===== src/design/rx_cfg_pkg.sv =====
/*
 * Receiver configuration
 * Lane count, deserialization ratio and the lock settle time
 */

package rx_cfg_pkg;

    // ************************************************************
    // Datapath size
    // ************************************************************

    localparam int lane_count = 4;                      // Serial lanes
    localparam int word_width = 4;                      // Bits per parallel word

    // ************************************************************
    // Lock sequencing
    // ************************************************************

    localparam int settle_count = 255;                  // Clocks of stable lock before ready
    localparam int settle_cnt_width = 8;                // Holds settle_count

    // Counter widths
    localparam int bit_cnt_width = $clog2(word_width);  // Bit position within a word

endpackage


===== src/design/rx_types_pkg.sv =====
/*
 * Receiver types
 * Counter and word vectors, lane and frame output structs,
 * and the lock sequencer states
 */

package rx_types_pkg;

    import rx_cfg_pkg::*;

    // ************************************************************
    // Plain vectors
    // ************************************************************

    typedef logic [settle_cnt_width-1:0] settle_cnt_t;  // Lock settle counter
    typedef logic [bit_cnt_width-1:0]    bit_cnt_t;     // Bits taken in so far
    typedef logic [word_width-1:0]       lane_word_t;   // One deserialized word

    // ************************************************************
    // Bundles
    // ************************************************************

    // Output of one lane deserializer
    typedef struct packed {
        lane_word_t word;                               // First bit in MSB
        logic       valid;                              // One cycle per word
    } lane_out_t;

    // Captured frame across all lanes
    typedef struct packed {
        lane_word_t [lane_count-1:0] words;             // Index matches lane
        logic                        strobe;            // Pulses on each load
    } frame_t;

    // Lock sequencer FSM
    typedef enum logic [1:0] {
        wait_lock,                                      // Lock low
        settling,                                       // Counting stable lock
        running                                         // Lanes may run
    } seq_state_t;

endpackage


===== src/design/lane_deserializer.sv =====
/*
 * Lane deserializer
 * Shifts in one serial bit per clock, first bit ending in the MSB,
 * and presents a parallel word with a one-cycle valid per word
 */

`timescale 1ns/1ps

module lane_deserializer
    import rx_cfg_pkg::*, rx_types_pkg::*;
(
    input  logic      fabric_clk_div,
    input  logic      reset_buf_n,
    input  logic      lane_run,         // From the lock sequencer
    input  logic      serial_in,        // One bit per clock
    output lane_out_t lane_out
);

    bit_cnt_t   bit_cnt_q;              // Bits already in shift_q
    lane_word_t shift_q;                // Serial history
    lane_word_t shift_next;             // History including this bit
    lane_word_t word_q;                 // Held until the next word
    logic       valid_q;
    logic       word_done;              // This edge takes the last bit

    // ************************************************************
    // Bit position
    // ************************************************************

    assign shift_next = {shift_q[word_width-2:0], serial_in};
    assign word_done  = lane_run && (bit_cnt_q == bit_cnt_t'(word_width - 1));

    always_ff @(posedge fabric_clk_div or negedge reset_buf_n) begin
        if (!reset_buf_n) begin
            bit_cnt_q <= '0;
        end else if (!lane_run || word_done) begin
            bit_cnt_q <= '0;                            // Idle or wrap
        end else begin
            bit_cnt_q <= bit_cnt_q + 1'b1;
        end
    end

    // ************************************************************
    // Shift and word registers
    // ************************************************************

    // Older bits move toward the MSB
    always_ff @(posedge fabric_clk_div) begin
        if (lane_run) begin
            shift_q <= shift_next;
        end
    end

    always_ff @(posedge fabric_clk_div) begin
        if (word_done) begin
            word_q <= shift_next;                       // Complete word
        end
    end

    always_ff @(posedge fabric_clk_div or negedge reset_buf_n) begin
        if (!reset_buf_n) begin
            valid_q <= 1'b0;
        end else begin
            valid_q <= word_done;                       // High for the next cycle only
        end
    end

    assign lane_out = '{word: word_q, valid: valid_q};

    // ************************************************************
    // Assertions
    // ************************************************************

    a_valid_single : assert property (
        @(posedge fabric_clk_div) disable iff (!reset_buf_n)
        valid_q |=> !valid_q)
        else $error("lane valid held for two cycles");

endmodule


===== src/design/rx_lock_sequencer.sv =====
/*
 * Lock sequencer
 * Holds the lanes idle until PLL lock has stayed high for the
 * settle period, then raises ready and lets the lanes run
 */

`timescale 1ns/1ps

module rx_lock_sequencer
    import rx_cfg_pkg::*, rx_types_pkg::*;
(
    input  logic fabric_clk_div,
    input  logic reset_buf_n,
    input  logic pll_lock,          // Level from the PLL
    input  logic enable_n,          // Active low lane enable
    output logic lane_run,          // To every lane
    output logic ready              // To capture and top output
);

    seq_state_t  state_q;
    seq_state_t  state_d;
    settle_cnt_t settle_cnt_q;      // Edges seen in settling

    // ************************************************************
    // FSM
    // ************************************************************

    always_comb begin
        state_d = state_q;
        case (state_q)
            wait_lock: begin
                if (pll_lock) begin
                    state_d = settling;                 // First edge with lock
                end
            end
            settling: begin
                if (!pll_lock) begin
                    state_d = wait_lock;                // Lock glitch restarts
                end else if (settle_cnt_q == settle_cnt_t'(settle_count - 1)) begin
                    state_d = running;
                end
            end
            running: begin
                if (!pll_lock) begin
                    state_d = wait_lock;                // Drop on the same edge
                end
            end
            default: state_d = wait_lock;
        endcase
    end

    always_ff @(posedge fabric_clk_div or negedge reset_buf_n) begin
        if (!reset_buf_n) begin
            state_q <= wait_lock;
        end else begin
            state_q <= state_d;
        end
    end

    // Counts only while settling with lock still high
    always_ff @(posedge fabric_clk_div or negedge reset_buf_n) begin
        if (!reset_buf_n) begin
            settle_cnt_q <= '0;
        end else if (state_q == settling && pll_lock) begin
            settle_cnt_q <= settle_cnt_q + 1'b1;
        end else begin
            settle_cnt_q <= '0;                         // Fresh count on every entry
        end
    end

    assign ready    = (state_q == running);
    assign lane_run = ready & ~enable_n;                // Enable gates lanes only

    // ************************************************************
    // Assertions
    // ************************************************************

    a_ready_after_lock : assert property (
        @(posedge fabric_clk_div) disable iff (!reset_buf_n)
        ready |-> $past(pll_lock))
        else $error("ready high without lock on the previous edge");

    a_run_needs_ready : assert property (
        @(posedge fabric_clk_div) disable iff (!reset_buf_n)
        lane_run |-> ready)
        else $error("lane_run high while not ready");

endmodule


===== src/design/rx_word_capture.sv =====
/*
 * Word capture
 * Loads every lane word together when the lanes are valid and
 * ready is high, and strobes once per captured frame
 */

`timescale 1ns/1ps

module rx_word_capture
    import rx_cfg_pkg::*, rx_types_pkg::*;
(
    input  logic                       fabric_clk_div,
    input  logic                       reset_buf_n,
    input  logic                       ready,       // Lock sequencer level
    input  lane_out_t [lane_count-1:0] lane_bus,    // One element per lane
    output frame_t                     frame
);

    lane_word_t [lane_count-1:0] words_q;           // Last captured frame
    logic                        strobe_q;
    logic                        load;
    logic [lane_count-1:0]       lane_valid;        // Gathered for the check

    // ************************************************************
    // Capture
    // ************************************************************

    // Lanes share lane_run, so lane 0 times the whole frame
    assign load = lane_bus[0].valid & ready;

    always_comb begin
        for (int i = 0; i < lane_count; i++) begin
            lane_valid[i] = lane_bus[i].valid;
        end
    end

    always_ff @(posedge fabric_clk_div or negedge reset_buf_n) begin
        if (!reset_buf_n) begin
            words_q  <= '0;
            strobe_q <= 1'b0;
        end else begin
            strobe_q <= load;                           // Marks each load
            if (load) begin
                for (int i = 0; i < lane_count; i++) begin
                    words_q[i] <= lane_bus[i].word;
                end
            end                                         // Else hold, words dropped
        end
    end

    assign frame = '{words: words_q, strobe: strobe_q};

    // ************************************************************
    // Assertions
    // ************************************************************

    // All lanes must agree with lane 0 on word timing
    a_valid_aligned : assert property (
        @(posedge fabric_clk_div) disable iff (!reset_buf_n)
        (lane_valid == {lane_count{lane_valid[0]}}))
        else $error("lane valids out of step: %b", lane_valid);

endmodule


===== src/design/serdes_rx_top.sv =====
/*
 * Multi-lane serial receiver
 * Lock sequencer, one deserializer per lane and the word capture
 */

`timescale 1ns/1ps

module serdes_rx_top
    import rx_cfg_pkg::*, rx_types_pkg::*;
(
    input  logic                  fabric_clk_div,
    input  logic                  reset_buf_n,
    input  logic                  pll_lock,     // External PLL lock
    input  logic                  enable_n,     // Active low
    input  logic [lane_count-1:0] serial_in,    // Bit i feeds lane i
    output frame_t                frame,
    output logic                  ready
);

    logic                       lane_run;       // Shared by all lanes
    lane_out_t [lane_count-1:0] lane_bus;

    // ************************************************************
    // Lock sequencing
    // ************************************************************

    rx_lock_sequencer rx_lock_sequencer_inst (
        .fabric_clk_div (fabric_clk_div),
        .reset_buf_n    (reset_buf_n),
        .pll_lock       (pll_lock),
        .enable_n       (enable_n),
        .lane_run       (lane_run),
        .ready          (ready)
    );

    // ************************************************************
    // Lanes
    // ************************************************************

    for (genvar i = 0; i < lane_count; i++) begin : g_lane
        lane_deserializer lane_deserializer_inst (
            .fabric_clk_div (fabric_clk_div),
            .reset_buf_n    (reset_buf_n),
            .lane_run       (lane_run),
            .serial_in      (serial_in[i]),
            .lane_out       (lane_bus[i])
        );
    end

    // Frame output
    rx_word_capture rx_word_capture_inst (
        .fabric_clk_div (fabric_clk_div),
        .reset_buf_n    (reset_buf_n),
        .ready          (ready),
        .lane_bus       (lane_bus),
        .frame          (frame)
    );

endmodule


===== config.mk =====
export PLATFORM = sky130hd
export DESIGN_NAME = serdes_rx_top
export DESIGN_NICKNAME = d
export VERILOG_FILES = /design/src/design/rx_cfg_pkg.sv /design/src/design/rx_types_pkg.sv /design/src/design/lane_deserializer.sv /design/src/design/rx_lock_sequencer.sv /design/src/design/rx_word_capture.sv /design/src/design/serdes_rx_top.sv
export SDC_FILE = /design/constraint.sdc
export NUM_CORES = 1
export LEC_CHECK = 0
export BUFFER_PORTS_ARGS = -buffer_cell sky130_fd_sc_hd__buf_2
export CORE_UTILIZATION = 35
export CTS_BUF_LIST = sky130_fd_sc_hd__clkbuf_16
export DETAILED_ROUTE_END_ITERATION = 7
export PLACE_DENSITY_LB_ADDON = 0.25
export RECOVER_POWER = 50
export REMOVE_ABC_BUFFERS = 1
export SETUP_SLACK_MARGIN = 0.1
export SYNTH_ARGS = -nofsm -noshare
export SYNTH_HDL_FRONTEND = slang
export SYNTH_SLANG_ARGS = --single-unit

===== constraint.sdc =====
create_clock -name fabric_clk_div -period 1.7 [get_ports fabric_clk_div]
set_input_delay 0.17 -clock fabric_clk_div [delete_from_list [all_inputs] [get_ports fabric_clk_div]]
set_output_delay 0.17 -clock fabric_clk_div [all_outputs]
set_load 0.1 [all_outputs]

# Yosys cells after proc, flatten, opt, wreduce, memory -nomap -nowiden
# Index checks and enable logic that the tools add are counted.
word_totals:
  regBits: 64
  input_bits: 8
  elab_cells: 60
  out_inout_bits: 18
classes:
  bitwise: 3
  addsub: 5
  eq_ne: 10
  n_mux: 10
  n_reduce_logical: 12
op_table:
  columns: ["cell", "n"]
  rows:
  - ["2-bit 2-to-1 mux", 8]
  - ["2-bit == test (second input constant)", 5]
  - ["2-bit by 1-bit adder with 2-bit output (second input constant)", 4]
  - ["8-bit by 1-bit adder with 8-bit output (second input constant)", 1]
  - ["8-bit == test (second input constant)", 1]
  - ["8-bit 2-to-1 mux", 1]
  - ["2-bit case mux with 3 select lines", 1]
  - ["1-bit logical AND", 5]
  - ["1-bit logical OR", 4]
  - ["2-bit inequality test (second input constant)", 2]
  - ["3-bit by 2-bit inequality test with 1-bit output (second input constant)", 1]
  - ["3-bit AND reduction", 1]
  - ["1-bit bitwise AND", 2]
  - ["2-bit by 1-bit == test with 1-bit output (second input constant)", 1]
  - ["2-bit zero test", 1]
  - ["1-bit zero test", 1]
  - ["1-bit NOT", 1]

# Depth between registers and ports, before layout
depth:
  ltp_word: 5
  mapped_depth: 5
  ltp_nobuf: 5

# By module
# From an unflattened synthesis, not the netlist that was laid out.
unflattened:
  cells_unflattened: 142
  hier_area_um2: 2481.1
modules_own_cells:
  columns: ["module", "seq_area_each_um2", "cells_each", "n_inst", "area_each_um2"]
  rows:
  - ["lane_deserializer", 285.3, 15, 4, 334.1]
  - ["rx_word_capture", 425.4, 37, 1, 681.9]
  - ["rx_lock_sequencer", 250.2, 45, 1, 462.9]

# Worst setup path after synthesis
# OpenSTA, ideal clock, no wires.
synth_path:
  path_type: "register -> register"
  startpoint: "register rx_lock_sequencer_inst.state_q[0]"
  endpoint: "register g_lane[0].lane_deserializer_inst.word_q[0] (enable)"
  arrival_ns: 1.804
  slack_ns: -0.416
  required_time_ns: 1.388
  setup_time_ns: 0.312
  path_stages_with_launch: 6
  period_less_slack_ns: 2.116
  n_path_buf: 1
  cell_sequence: "dfrtp_1 -> nor2b_4 -> nand2b_1 -> buf_2 -> inv_1 -> and2_1"
synth_between:
  elab_chain_cells: 3
synth_lines:
  columns: ["element", "line_no", "source"]
  rows:
  - ["start: declaration", "rx_lock_sequencer.sv:20", "seq_state_t state_q;"]
  - ["start signal: assignment", "rx_lock_sequencer.sv:54", "state_q <= wait_lock;"]
  - ["start signal: assignment", "rx_lock_sequencer.sv:56", "state_q <= state_d;"]
  - ["2-bit == test", "rx_lock_sequencer.sv:71", "assign ready = (state_q == running);"]
  - ["via ready", "serdes_rx_top.sv:17", "output logic ready"]
  - ["1-bit bitwise AND", "rx_lock_sequencer.sv:72", "assign lane_run = ready & ~enable_n;"]
  - ["via g_lane[0].lane_deserializer_inst.lane_run", "lane_deserializer.sv:14", "input logic lane_run,"]
  - ["1-bit logical AND", "lane_deserializer.sv:31", "assign word_done = lane_run && (bit_cnt_q == bit_cnt_t'(word_width - 1));"]
  - ["via g_lane[0].lane_deserializer_inst.word_done", "lane_deserializer.sv:24", "logic word_done;"]
  - ["end signal: assignment", "lane_deserializer.sv:56", "word_q <= shift_next;"]
  - ["end: declaration", "lane_deserializer.sv:22", "lane_word_t word_q;"]
# The timed path passes the listed nets, and every way through them passes these cells.
# A chain may end at the register's enable or synchronous reset.

# Worst setup path after layout
layout_path:
  startpoint: "register rx_lock_sequencer_inst.state_q[1]"
  endpoint: "output ready"
layout_between:
  elab_chain_cells: 1
layout_lines:
  columns: ["element", "line_no"]
  rows:
  - ["2-bit == test", "rx_lock_sequencer.sv:71"]
  - ["end: declaration", "serdes_rx_top.sv:17"]
# No other way between the ends.

==> impl_metrics.csv <==
group,metric,value,unit
setup_path,reg2reg_slack,260,ps
power_and_ir_drop,ir_drop,0.688,mV
logic_synthesis,syn_area_per_cell,17.1,um^2
clock_tree,clk_latency,320,ps
sta,tightestPinTransition,899,ps
sta,rsz0062_at_grt,"no",
sta,drv_slew,0,
finish,antenna_cells,0,
clock_tree,ctsLongestPathBuffers,2,
setup_path,crit_type,"reg2out",
sta,min_period,1440,ps
sta,timing.fmax,692,MHz
min_path,hp-class,"in2reg",
setup_path,crit_path_start_kind,"register",
logic_synthesis,ys_types,26,
finish,layout.cells.non_filler,256,
finish,syn2layout_area_growth,21.0,%
routing,wl_per_cell,12.9,um
flow_run,maxCapViolCount,0,
setup_path,worstPathMaxFanout,4,
finish,final-seq-area,0.00174,mm^2
logic_synthesis,synthCells,137,
clock_tree,cts_tree,"built",
placed_design,gp_congestion,0.663,
routing,postRouteAntennaNets,0,
setup_path,endpoint_kind,"output port",
logic_synthesis,syn_area,0.00234,mm^2
die,core,0.00639,mm^2
die,fp.dieW,83.7,um
power_and_ir_drop,leakage,1.30,nW
grt,antenna_found_initial,0,
setup_path,worstPathCellList,"nor2b_4 > clkbuf_4",
placed_design,dpl.hpwl,2250,um
finish,final_nets,188,
outcome,status,"completed",
setup_path,crit_required,1530,ps
grt,grt_pass1_vias,1198,
finish,drive_gt1_share,31.8,%
die,initial_core_util,36.6,%
routing,via_per_inst,4.65,
routing,drt_first_iter_violations,65,
setup_path,critical_path.top_delay_family,"flip-flops",
setup_path,critPathBufInv,1,
die,rows,29,
sta,whs,41.1,ps
grt,grt_usage,11.2,%
clock_tree,cts_setup_buffers,0,
finish,multi_input_area,557,um^2
routing,firstDrtPassIters,4,
placed_design,io_buffers,25,
logic_synthesis,yosysSeqAreaShare,74.5,%
placed_design,placedCellCount,239,
logic_synthesis,yosys_warnings,0,
die,die_h,83.7,um
die,ios,26,
clock_tree,cts-root-buf,"clkbuf_16",
routing,drc_errors,0,
sta,final_hold_viol_count,0,
logic_synthesis,ys_ff_latch,64,
sta,slew_headroom,40.0,%
routing,dr_total_vias,1191,
routing,drt_wl_total,3300,um
grt,grt_max_degree,37,
power_and_ir_drop,pwr_density_cell,1140,mW/mm^2
clock_tree,cts_buffers,9,
grt,grt_overflow,0,
setup_path,critPathMaxStageDelay,380,ps
setup_path,arrival,1270,ps
sta,skew,6.32,ps
clock_tree,clock_sinks,64,
setup_path,slowest_stage,"dfrtp_1",
clock_tree,htreeDepth,3,
die,dieArea,0.00701,mm^2
clock_tree,path_clk_slew,50,ps
sta,setup_viol,0,
finish,nFillCells,578,
grt,grt_pass1_wl,5840,um
sta,period_share,85.0,%
layout by cell type, fill, tap and decap left out, types with 2 or more instances in the layout:
cell type,Yosys,layout
dfrtp_1,36,36
edfxtp_1,28,28
buf_2,1,21
mux2_4,9,9
clkbuf_16,0,9
mux2_2,7,7
nor2_1,6,6
ha_1,6,6
nor3_1,5,5
nor3b_1,5,5
nand3_1,4,4
and2_1,4,4
inv_1,4,3
o21ai_0,3,3
or3_1,3,3
a21oi_1,3,3
clkinvlp_4,0,3
clkinv_1,0,3
clkbuf_1,0,3
nand4_1,2,2
xor2_1,2,2
buf_4,1,2
routing by layer:
layer | vias up | wire (um) | GRT usage, %
li1 | 564 | - | -
met1 | 597 | 1590 | 13.7
met2 | 22 | 1480 | 16.1
met3 | 8 | 162 | 4.85
met4 | 0 | 69 | 7.40
met5 | - | 0 | 0
registers in the layout, summed over array words and instances, names as in the netlist:
| name | cells |
|---|---|
| rx_word_capture_inst.frame | 16 |
| g_lane.lane_deserializer_inst.bit_cnt_q | 8 |
| g_lane.lane_deserializer_inst.valid_q | 1 |
| g_lane.lane_deserializer_inst.shift_q | 12 |
| g_lane.lane_deserializer_inst.word_q | 16 |
| rx_lock_sequencer_inst.state_q | 2 |
| rx_word_capture_inst.strobe_q | 1 |
| rx_lock_sequencer_inst.settle_cnt_q | 8 |
logic make-up after synthesis:
group           Yosys count  share of synthesized area (%)
simple gates             34                           8.73
mux                      16                           9.15
xor+xnor                  3                           1.12
flops                    64                           74.5
buf+inv                   7                           1.66
compound gates            7                           1.61
fa+ha+maj                 6                           3.21
worst register-to-register path, delay by kind of cell, from the launching register on:
kind          cells  cell delay [ps]
flops             1              380
buf+inv           1              150
simple gates      3              600
through the flow:
stage	utilization [%]	TNS (ps)	power (mW)	setup slack (ps)	instance area, um^2
after CTS	44.3	0	3.29	110	2830
after floorplan	-	-11700	1.65	-513	2310
after global placement	40.0	0	1.68	222	2560
after detailed placement	40.0	0	1.68	129	2560
after global routing	44.3	0	3.36	148	2830
final	44.3	0	3.24	255	2830
power by group:
group	internal, mW	switching (mW)
sequential	1.61	0.00466
clock	0.965	0.618
combinational	0.00988	0.0258
total	2.59	0.648
final cells by class:
class	instances	area share, %
clock buffers	9	7.96
clock inverters	7	1.37
inverters	4	0.531
multi-input cells	66	19.7
flip-flops and latches	64	61.6
well taps	77	3.41
repair buffers	29	5.44
worst paths after layout:
kind,from,to,cells after the start
worst max-delay path,rx_lock_sequencer_inst.state_q[1]$_DFFE_PN0P_,ready,2
worst min-delay path,serial_in[1],g_lane[1].lane_deserializer_inst.shift_q[0]$_DFFE_PP_,1
worst max register to register,rx_lock_sequencer_inst.state_q[1]$_DFFE_PN0P_,g_lane[0].lane_deserializer_inst.word_q[2]$_DFFE_PP_,4
worst min register to register,g_lane[2].lane_deserializer_inst.shift_q[2]$_DFFE_PP_,g_lane[2].lane_deserializer_inst.word_q[3]$_DFFE_PP_,0
max in group asynchronous,reset_buf_n,g_lane[3].lane_deserializer_inst.bit_cnt_q[0]$_DFF_PN0_,2
min in group asynchronous,reset_buf_n,rx_word_capture_inst.frame[4]$_DFFE_PN0P_,2
synth_stat cells (all sizes together):
library cell  number  area (um^2)
a21oi              3         15.0
nor2b              1         13.8
or3                3         18.8
o21ai              3         15.0
nand2              2         15.0
buf                3         23.8
nand3b             1         7.51
edfxtp            28          841
mux2              16          214
nand2b             1         6.26
o21a               1         7.51
inv                4         15.0
nor3               5         25.0
xor2               2         17.5
nand3              4         20.0
ha                 6         75.1
nor2               6         22.5
nand4              2         12.5
and2               4         25.0
dfrtp             36          901
nor3b              5         37.5
xnor2              1         8.76
timing repair:
item,in CTS,in global routing
hold endpoints to repair,36,0
hold buffers,1,0
gates resized for setup,0,2
setup endpoints to repair,0,17
Note: power is estimated with default switching activity, not from simulation.
